**config.mk**
```make
export PLATFORM = sky130hd
export DESIGN_NAME = video_out_top
export DESIGN_NICKNAME = d
export VERILOG_FILES = /design/src/hw/video_out_pkg.sv /design/src/hw/osd_mixer.sv /design/src/hw/output_csc.sv /design/src/hw/sync_encoder.sv /design/src/hw/dac_formatter.sv /design/src/hw/video_out_top.sv
export SDC_FILE = /design/constraint.sdc
export NUM_CORES = 1
export LEC_CHECK = 0
export CORE_UTILIZATION = 55
export DETAILED_ROUTE_END_ITERATION = 8
export DONT_BUFFER_PORTS = 1
export HOLD_SLACK_MARGIN = 0.1
export MAX_ROUTING_LAYER = met4
export PLACE_DENSITY = 0.81
export SYNTH_ARGS = -nofsm -noshare
export SYNTH_HDL_FRONTEND = slang
export SYNTH_SLANG_ARGS = --single-unit
```
**constraint.sdc**
```tcl
create_clock -name pclk_out -period 4.64 [get_ports pclk_out]
set_input_delay 0.232 -clock pclk_out [delete_from_list [all_inputs] [get_ports pclk_out]]
set_output_delay 0.232 -clock pclk_out [all_outputs]
set_load 0.05 [all_outputs]
```
**src/hw/video_out_pkg.sv**
```systemverilog
// Video output stage package
// Channel width, extra-output mode codes, BT.709 YPbPr coefficients
// and the pixel word shared between the converter and the DAC formatter

package video_out_pkg;

    localparam int PIX_W = 8;

    // Extra analog output modes
    localparam logic [1:0] MODE_RGBHV = 2'd0;
    localparam logic [1:0] MODE_RGBCS = 2'd1;
    localparam logic [1:0] MODE_RGSB  = 2'd2;
    localparam logic [1:0] MODE_YPBPR = 2'd3;

    // BT.709 coefficients, scaled by 256
    localparam logic signed [8:0] CSC_Y_R  = 9'sd47;
    localparam logic signed [8:0] CSC_Y_G  = 9'sd157;
    localparam logic signed [8:0] CSC_Y_B  = 9'sd16;
    localparam logic signed [8:0] CSC_PB_R = -9'sd26;
    localparam logic signed [8:0] CSC_PB_G = -9'sd86;
    localparam logic signed [8:0] CSC_PB_B = 9'sd112;
    localparam logic signed [8:0] CSC_PR_R = 9'sd112;
    localparam logic signed [8:0] CSC_PR_G = -9'sd102;
    localparam logic signed [8:0] CSC_PR_B = -9'sd10;

    localparam int CSC_SHIFT  = 8;
    localparam int CHROMA_OFS = 128;

    typedef struct packed {
        logic [PIX_W-1:0] r;
        logic [PIX_W-1:0] g;
        logic [PIX_W-1:0] b;
    } rgb_t;

    // Component order follows the DAC channels: R carries Pr, G carries Y, B carries Pb
    typedef struct packed {
        logic [PIX_W-1:0] pr;
        logic [PIX_W-1:0] y;
        logic [PIX_W-1:0] pb;
    } ypbpr_t;

    typedef union packed {
        rgb_t   rgb;
        ypbpr_t ypbpr;
    } pixel_u;

endpackage

```
**src/hw/osd_mixer.sv**
```systemverilog
// OSD overlay and HDMI transmitter output registers
// First stage replaces the pixel by the expanded OSD colour,
// second stage drives the transmitter pins

module osd_mixer import video_out_pkg::*; (
    input  logic             pclk_out,
    input  logic             po_reset_n,
    input  logic [PIX_W-1:0] r_i,
    input  logic [PIX_W-1:0] g_i,
    input  logic [PIX_W-1:0] b_i,
    input  logic             hsync_i,
    input  logic             vsync_i,
    input  logic             de_i,
    input  logic             osd_enable_i,
    input  logic [2:0]       osd_color_i,
    output pixel_u           pixel_o,
    output logic             hsync_o,
    output logic             vsync_o,
    output logic             de_o,
    output logic [PIX_W-1:0] hdmi_r_o,
    output logic [PIX_W-1:0] hdmi_g_o,
    output logic [PIX_W-1:0] hdmi_b_o,
    output logic             hdmi_hsync_o,
    output logic             hdmi_vsync_o,
    output logic             hdmi_de_o
);

    // Overlay stage, also feeds the analog path
    always_ff @(posedge pclk_out or negedge po_reset_n) begin
        if (!po_reset_n) begin
            pixel_o <= '0;
            hsync_o <= 1'b0;
            vsync_o <= 1'b0;
            de_o    <= 1'b0;
        end else begin
            if (osd_enable_i) begin
                pixel_o.rgb.r <= {PIX_W{osd_color_i[2]}};
                pixel_o.rgb.g <= {PIX_W{osd_color_i[1]}};
                pixel_o.rgb.b <= {PIX_W{osd_color_i[0]}};
            end else begin
                pixel_o.rgb.r <= r_i;
                pixel_o.rgb.g <= g_i;
                pixel_o.rgb.b <= b_i;
            end
            hsync_o <= hsync_i;
            vsync_o <= vsync_i;
            de_o    <= de_i;
        end
    end

    always_ff @(posedge pclk_out or negedge po_reset_n) begin
        if (!po_reset_n) begin
            hdmi_r_o     <= '0;
            hdmi_g_o     <= '0;
            hdmi_b_o     <= '0;
            hdmi_hsync_o <= 1'b0;
            hdmi_vsync_o <= 1'b0;
            hdmi_de_o    <= 1'b0;
        end else begin
            hdmi_r_o     <= pixel_o.rgb.r;
            hdmi_g_o     <= pixel_o.rgb.g;
            hdmi_b_o     <= pixel_o.rgb.b;
            hdmi_hsync_o <= hsync_o;
            hdmi_vsync_o <= vsync_o;
            hdmi_de_o    <= de_o;
        end
    end

endmodule

```
**src/hw/output_csc.sv**
```systemverilog
// RGB to YPbPr colour converter for the analog output
// Stage 1 forms the nine products, stage 2 sums, shifts, offsets and clamps.
// Outside YPbPr mode the RGB word is delayed unchanged.

module output_csc import video_out_pkg::*; (
    input  logic       pclk_out,
    input  logic       po_reset_n,
    input  pixel_u     pixel_i,
    input  logic [1:0] mode_i,
    output pixel_u     pixel_o
);

    logic signed [PIX_W:0] r_s;
    logic signed [PIX_W:0] g_s;
    logic signed [PIX_W:0] b_s;

    logic signed [17:0] prod_y  [3];
    logic signed [17:0] prod_pb [3];
    logic signed [17:0] prod_pr [3];
    pixel_u             pix_q;
    logic               ypbpr_q;

    // Sum one product triple and clamp to the channel range
    function automatic logic [PIX_W-1:0] sum_clamp(
        input logic signed [17:0] a,
        input logic signed [17:0] b,
        input logic signed [17:0] c,
        input logic               add_ofs
    );
        logic signed [19:0] acc;
        acc = a;
        acc = acc + b;
        acc = acc + c;
        acc = acc >>> CSC_SHIFT;
        if (add_ofs) begin
            acc = acc + 20'(CHROMA_OFS);
        end
        if (acc[19]) begin
            return '0;
        end else if (acc > 20'sd255) begin
            return '1;
        end
        return acc[PIX_W-1:0];
    endfunction

    // Channels are unsigned, widen before the signed multiply
    assign r_s = $signed({1'b0, pixel_i.rgb.r});
    assign g_s = $signed({1'b0, pixel_i.rgb.g});
    assign b_s = $signed({1'b0, pixel_i.rgb.b});

    always_ff @(posedge pclk_out or negedge po_reset_n) begin
        if (!po_reset_n) begin
            prod_y  <= '{default: '0};
            prod_pb <= '{default: '0};
            prod_pr <= '{default: '0};
            pix_q   <= '0;
            ypbpr_q <= 1'b0;
        end else begin
            prod_y[0]  <= r_s * CSC_Y_R;
            prod_y[1]  <= g_s * CSC_Y_G;
            prod_y[2]  <= b_s * CSC_Y_B;
            prod_pb[0] <= r_s * CSC_PB_R;
            prod_pb[1] <= g_s * CSC_PB_G;
            prod_pb[2] <= b_s * CSC_PB_B;
            prod_pr[0] <= r_s * CSC_PR_R;
            prod_pr[1] <= g_s * CSC_PR_G;
            prod_pr[2] <= b_s * CSC_PR_B;
            pix_q      <= pixel_i;
            ypbpr_q    <= (mode_i == MODE_YPBPR);
        end
    end

    always_ff @(posedge pclk_out or negedge po_reset_n) begin
        if (!po_reset_n) begin
            pixel_o <= '0;
        end else if (ypbpr_q) begin
            pixel_o.ypbpr.y  <= sum_clamp(prod_y[0], prod_y[1], prod_y[2], 1'b0);
            pixel_o.ypbpr.pb <= sum_clamp(prod_pb[0], prod_pb[1], prod_pb[2], 1'b1);
            pixel_o.ypbpr.pr <= sum_clamp(prod_pr[0], prod_pr[1], prod_pr[2], 1'b1);
        end else begin
            pixel_o <= pix_q;
        end
    end

endmodule

```
**src/hw/sync_encoder.sv**
```systemverilog
// Analog sync and blank encoder
// Builds hs, vs, blank_n and sync_n for the selected output mode,
// delayed two cycles to line up with the colour converter

module sync_encoder import video_out_pkg::*; (
    input  logic       pclk_out,
    input  logic       po_reset_n,
    input  logic       hsync_i,
    input  logic       vsync_i,
    input  logic       de_i,
    input  logic [1:0] mode_i,
    output logic       hs_o,
    output logic       vs_o,
    output logic       blank_n_o,
    output logic       sync_n_o
);

    logic       csync;
    logic [3:0] enc;
    logic [3:0] enc_q;

    assign csync = ~(hsync_i ^ vsync_i);

    // Order is {hs, vs, blank_n, sync_n}
    always_comb begin
        case (mode_i)
            MODE_RGBHV: enc = {hsync_i, vsync_i, de_i, 1'b0};
            MODE_RGBCS: enc = {csync, 1'b1, de_i, 1'b0};
            MODE_RGSB:  enc = {csync, 1'b1, de_i, csync};
            default:    enc = {csync, 1'b1, 1'b1, csync};
        endcase
    end

    always_ff @(posedge pclk_out or negedge po_reset_n) begin
        if (!po_reset_n) begin
            enc_q     <= '0;
            hs_o      <= 1'b0;
            vs_o      <= 1'b0;
            blank_n_o <= 1'b0;
            sync_n_o  <= 1'b0;
        end else begin
            enc_q     <= enc;
            hs_o      <= enc_q[3];
            vs_o      <= enc_q[2];
            blank_n_o <= enc_q[1];
            sync_n_o  <= enc_q[0];
        end
    end

endmodule

```
**src/hw/dac_formatter.sv**
```systemverilog
// Video DAC output registers
// Pre-stage and final stage for pixel and syncs, frozen while the
// extra output is disabled; power-save and mute follow poweron

module dac_formatter import video_out_pkg::*; (
    input  logic             pclk_out,
    input  logic             po_reset_n,
    input  pixel_u           pixel_i,
    input  logic             hs_i,
    input  logic             vs_i,
    input  logic             blank_n_i,
    input  logic             sync_n_i,
    input  logic             ext_out_en_i,
    input  logic             poweron_i,
    output logic [PIX_W-1:0] dac_r_o,
    output logic [PIX_W-1:0] dac_g_o,
    output logic [PIX_W-1:0] dac_b_o,
    output logic             dac_hs_o,
    output logic             dac_vs_o,
    output logic             dac_blank_n_o,
    output logic             dac_sync_n_o,
    output logic             dac_psave_n_o,
    output logic             audio_mute_n_o
);

    pixel_u pix_pre;
    logic   hs_pre;
    logic   vs_pre;
    logic   blank_n_pre;
    logic   sync_n_pre;

    always_ff @(posedge pclk_out or negedge po_reset_n) begin
        if (!po_reset_n) begin
            pix_pre       <= '0;
            hs_pre        <= 1'b0;
            vs_pre        <= 1'b0;
            blank_n_pre   <= 1'b0;
            sync_n_pre    <= 1'b0;
            dac_r_o       <= '0;
            dac_g_o       <= '0;
            dac_b_o       <= '0;
            dac_hs_o      <= 1'b0;
            dac_vs_o      <= 1'b0;
            dac_blank_n_o <= 1'b0;
            dac_sync_n_o  <= 1'b0;
        end else if (ext_out_en_i) begin
            pix_pre       <= pixel_i;
            hs_pre        <= hs_i;
            vs_pre        <= vs_i;
            blank_n_pre   <= blank_n_i;
            sync_n_pre    <= sync_n_i;
            // YPbPr lands on the same channels through the rgb view
            dac_r_o       <= pix_pre.rgb.r;
            dac_g_o       <= pix_pre.rgb.g;
            dac_b_o       <= pix_pre.rgb.b;
            dac_hs_o      <= hs_pre;
            dac_vs_o      <= vs_pre;
            dac_blank_n_o <= blank_n_pre;
            dac_sync_n_o  <= sync_n_pre;
        end
    end

    assign dac_psave_n_o  = poweron_i;
    assign audio_mute_n_o = poweron_i;

endmodule

```
**src/hw/video_out_top.sv**
```systemverilog
// Video output stage top level
// OSD mixer feeds the HDMI transmitter and, in parallel, the colour
// converter and sync encoder whose results meet in the DAC formatter

module video_out_top (
    input  logic       pclk_out,
    input  logic       po_reset_n,
    input  logic [7:0] r_i,
    input  logic [7:0] g_i,
    input  logic [7:0] b_i,
    input  logic       hsync_i,
    input  logic       vsync_i,
    input  logic       de_i,
    input  logic       osd_enable_i,
    input  logic [2:0] osd_color_i,
    input  logic       poweron_i,
    input  logic       ext_out_en_i,
    input  logic [1:0] ext_out_mode_i,
    output logic [7:0] hdmi_r_o,
    output logic [7:0] hdmi_g_o,
    output logic [7:0] hdmi_b_o,
    output logic       hdmi_hsync_o,
    output logic       hdmi_vsync_o,
    output logic       hdmi_de_o,
    output logic [7:0] dac_r_o,
    output logic [7:0] dac_g_o,
    output logic [7:0] dac_b_o,
    output logic       dac_hs_o,
    output logic       dac_vs_o,
    output logic       dac_blank_n_o,
    output logic       dac_sync_n_o,
    output logic       dac_psave_n_o,
    output logic       audio_mute_n_o
);

    // Overlaid first stage
    logic [23:0] mix_pixel;
    logic        mix_hsync;
    logic        mix_vsync;
    logic        mix_de;

    logic [23:0] csc_pixel;
    logic        enc_hs;
    logic        enc_vs;
    logic        enc_blank_n;
    logic        enc_sync_n;

    osd_mixer i_osd_mixer (
        .pclk_out     (pclk_out),
        .po_reset_n   (po_reset_n),
        .r_i          (r_i),
        .g_i          (g_i),
        .b_i          (b_i),
        .hsync_i      (hsync_i),
        .vsync_i      (vsync_i),
        .de_i         (de_i),
        .osd_enable_i (osd_enable_i),
        .osd_color_i  (osd_color_i),
        .pixel_o      (mix_pixel),
        .hsync_o      (mix_hsync),
        .vsync_o      (mix_vsync),
        .de_o         (mix_de),
        .hdmi_r_o     (hdmi_r_o),
        .hdmi_g_o     (hdmi_g_o),
        .hdmi_b_o     (hdmi_b_o),
        .hdmi_hsync_o (hdmi_hsync_o),
        .hdmi_vsync_o (hdmi_vsync_o),
        .hdmi_de_o    (hdmi_de_o)
    );

    output_csc i_output_csc (
        .pclk_out   (pclk_out),
        .po_reset_n (po_reset_n),
        .pixel_i    (mix_pixel),
        .mode_i     (ext_out_mode_i),
        .pixel_o    (csc_pixel)
    );

    sync_encoder i_sync_encoder (
        .pclk_out   (pclk_out),
        .po_reset_n (po_reset_n),
        .hsync_i    (mix_hsync),
        .vsync_i    (mix_vsync),
        .de_i       (mix_de),
        .mode_i     (ext_out_mode_i),
        .hs_o       (enc_hs),
        .vs_o       (enc_vs),
        .blank_n_o  (enc_blank_n),
        .sync_n_o   (enc_sync_n)
    );

    dac_formatter i_dac_formatter (
        .pclk_out       (pclk_out),
        .po_reset_n     (po_reset_n),
        .pixel_i        (csc_pixel),
        .hs_i           (enc_hs),
        .vs_i           (enc_vs),
        .blank_n_i      (enc_blank_n),
        .sync_n_i       (enc_sync_n),
        .ext_out_en_i   (ext_out_en_i),
        .poweron_i      (poweron_i),
        .dac_r_o        (dac_r_o),
        .dac_g_o        (dac_g_o),
        .dac_b_o        (dac_b_o),
        .dac_hs_o       (dac_hs_o),
        .dac_vs_o       (dac_vs_o),
        .dac_blank_n_o  (dac_blank_n_o),
        .dac_sync_n_o   (dac_sync_n_o),
        .dac_psave_n_o  (dac_psave_n_o),
        .audio_mute_n_o (audio_mute_n_o)
    );

endmodule

```
==> results.toml <==
[status]
status = "finished, violations left"
violations = "negative hold slack"

[worst_setup_path]
path_cells = "fa_1 -> ha_1 -> ha_1 -> inv_1 -> fa_1 -> inv_1 -> ha_1 -> a21o_1 -> a21oi_1 -> o21bai_1 -> a21oi_1 -> o21bai_1 -> a21oi_1 -> o21bai_1 -> a2111oi_1 -> nor3_1"
crit_path_end = "i_output_csc.prod_y[33]"
r2r-start = "i_osd_mixer.pixel_o[9]"
arrival_ns = 4.77
critPathSlowestCell = "fa_1"
cp.required_ns = 5.05
start_kind = "flip-flop"
cpPeakStageDelay_ns = 0.52
r2r_end = "i_output_csc.prod_y[33]"
cp_max_fo = 9
critPathCaptureType = "flip-flop"
crit_type = "flip-flop to flip-flop"
crit_start = "i_osd_mixer.pixel_o[9]"
r2r_cells = 16
rrSetupSlack_ns = 0.28

[placed_design]
place.gp.congestion = 0.908
port_buffers = 0
postPlaceCellArea_sq_mm = 0.0165
dp_hpwl_mm = 26.3

[timing]
hold_violations = 236
drv_slew = 0
clock_skew_ns = 0.0194
worst_pin_slew_ns = 0.969
slew_headroom = 0.352
setup_violations = 0
hold_slack_ns = -0.597
period_needed_ns = 4.36
fin_crit_sh = 0.939
setup_tns_ns = 0
rsz0062_at_grt = "false"
clock.fmax_ghz = 0.229

[clock_tree]
clk_pin_slew_ns = 0.07
cts_buffers = 25
cts_sinks = 236
cts-htree-levels = 1
clk_latency_ns = 0.54
clockBufferDepth = 3
tritoncts = "built"
postCtsHoldBufs = 54
root_buffer = "clkbuf_16"

[job]
maxCapViolations = 0

[power]
switching_share = 0.450
pwr-share-clk = 0.150
seqPwrFrac = 0.272
power_density_mw_per_mm2 = 772
irDropWorstVdd_uv = 452
p_sw_uw = 6210
p_int_uw = 7610
power_frac_comb = 0.577
leakage_uw = 0.00914

[die]
start_util = 0.560
rows = 62
die_x_um = 173
io_pins = 94
die-area_sq_mm = 0.0299
core_area_sq_mm = 0.0287
die_h_um = 173

[logic_synthesis]
avgSynthCellArea_sq_um = 11.2
synth_warnings = 0
synth-edff-count = 0
netlist_instances = 1438
ys_top_cells_by_area = "dfrtp_1 (37%), ha_1 (20%), fa_1 (12%)"
synth_cell_types = 58
ys_seq_elements = 236
synth_top_area_frac = 0.368
yosysTopAreaCell = "dfrtp_1"
synth.net_count = 1834
ys_async_sr_fraction = 1.00
ys.flop_type = "dfrtp_1"
syn_area_sq_mm = 0.0161
ys_seq_area_frac = 0.368

[grt]
grt_max_degree = 237
grt_pass1_wl_mm = 57.4
grt_pass1_vias = 11300
grt.total_usage = 0.252
overflow = 0
antenna_found_initial = 1

[min_path]
worstHoldPathType = "input port to async pin"

[layout]
fin_nets = 1900
area_delta_synth_final_pct = 11.5
final_common_cell = "inv_1"
most-common-layout-cells = "inv_1 (267), ha_1 (263), dfrtp_1 (234)"
drive_gt1_frac = 0.0828
final_util = 0.624
fillCellCount = 2043
design_area_sq_mm = 0.0179

[routing]
first_pass_iters = 6
drc = 0
routedWlPerCell_um = 18.3
via_per_inst = 5.43
wl_mm = 35.0
ant_nets = 0
drt_iter0_markers = 612
num_vias = 10400
==> stage by stage <==
step | total power [uW] | instances | setup slack [ns]
finish | 13800 | 1907 | 0.282
global route | 15000 | 1906 | 0.0856
CTS | 13800 | 1906 | 0.280
detailed placement | 11500 | 1807 | 0.327
global placement | 11100 | 1807 | 0.482
floorplan | 9840 | 1438 | 0.549
==> synthesized netlist by cell type, types with 7 or more instances <==
library cell,instances
fa_1,96
clkbuf_1,15
o21a_1,9
dfrtp_1,236
nor2b_1,12
a32oi_1,8
nand2b_1,7
mux2_2,57
o21bai_1,34
nor3_1,8
xnor2_1,68
a21oi_1,91
o21ai_0,48
buf_4,13
nor2_1,44
a21o_1,29
nand2_1,38
inv_1,267
ha_1,263
a22oi_1,8
xor2_1,24
==> worst min-delay path by stage <==
stage	endpoint	slack (ns)	startpoint	depth (start not counted)
floorplan	i_dac_formatter.blank_n_pre	-0.06	po_reset_n	0
global placement	i_output_csc.pix_q[5]	-0.06	po_reset_n	0
detailed placement	i_dac_formatter.dac_b_o[6]	-0.06	po_reset_n	0
CTS	i_dac_formatter.dac_g_o[0]	-0.62	po_reset_n	0
global route	i_dac_formatter.dac_b_o[6]	-0.62	po_reset_n	0
finish	i_dac_formatter.dac_b_o[6]	-0.60	po_reset_n	0
==> power by group through the flow <==
stage | sequential (uW) | combinational [uW] | clock, uW
2_1_floorplan | 3560 | 6280 | 0
3_3_place_gp | 3750 | 7360 | 0
3_5_place_dp | 3800 | 7710 | 0
4_1_cts | 3770 | 7910 | 2120
5_1_grt | 3840 | 8980 | 2200
6_report | 3760 | 7980 | 2080
==> registers in the layout (all words and copies together) (netlist names), 4 cells and up <==
register,count
i_output_csc.prod_pb,35
i_output_csc.prod_pr,31
i_output_csc.prod_y,30
i_dac_formatter.pix_pre,24
i_osd_mixer.pixel_o,24
i_output_csc.pixel_o,24
i_output_csc.pix_q,20
i_dac_formatter.dac_b_o,8
i_dac_formatter.dac_g_o,8
i_dac_formatter.dac_r_o,8
i_sync_encoder.enc_q,4
==> timing repair <==
action / 4_1_cts / 5_1_grt
endpoints found under the setup margin: 0 / 1
resized for setup: 0 / 3
buffers inserted: 0 / 0
hold endpoints to repair: 322 / 236
==> cell type report <==
cell class              count  area [sq um]  area share
clock inverters            14           176     0.00985
diodes                      1          2.50    0.000140
multi-input cells         905          8990       0.502
flip-flops and latches    236          5910       0.330
well taps                 384           480      0.0268
repair buffers             68           663      0.0370
inverters                 268          1010      0.0562
clock buffers              31           678      0.0379
==> worst max-delay path, delay by kind of cell, from the launching register on <==
| family | cells | cell delay, ns |
|---|---|---|
| adder cells (fa/ha/maj) | 5 | 1.81 |
| AO/OA/AOI/OAI | 8 | 1.71 |
| flip-flops | 1 | 0.50 |
| buffers and inverters | 2 | 0.11 |
| AND/OR/NAND/NOR | 1 | 0.11 |
==> logic make-up (layout without fill, tap and decap cells) <==
group                    Yosys count  count (layout)  share of synthesized area
adder cells (fa/ha/maj)          359             359                      0.325
buffers and inverters            297             381                     0.0724
AO/OA/AOI/OAI                    265             265                      0.107
flip-flops                       236             236                      0.368
AND/OR/NAND/NOR                  132             132                     0.0383
XOR/XNOR                          92              92                     0.0502
multiplexers                      57              57                     0.0400
other                              0               1                          0
==> layer usage <==
metal / track usage / wire, um
met4: 0.132 / 1890
met1: 0.292 / 13900
met3: 0.0306 / 1610
met2: 0.430 / 17600
met5: - / 0
(Power assumes the default switching activity.)
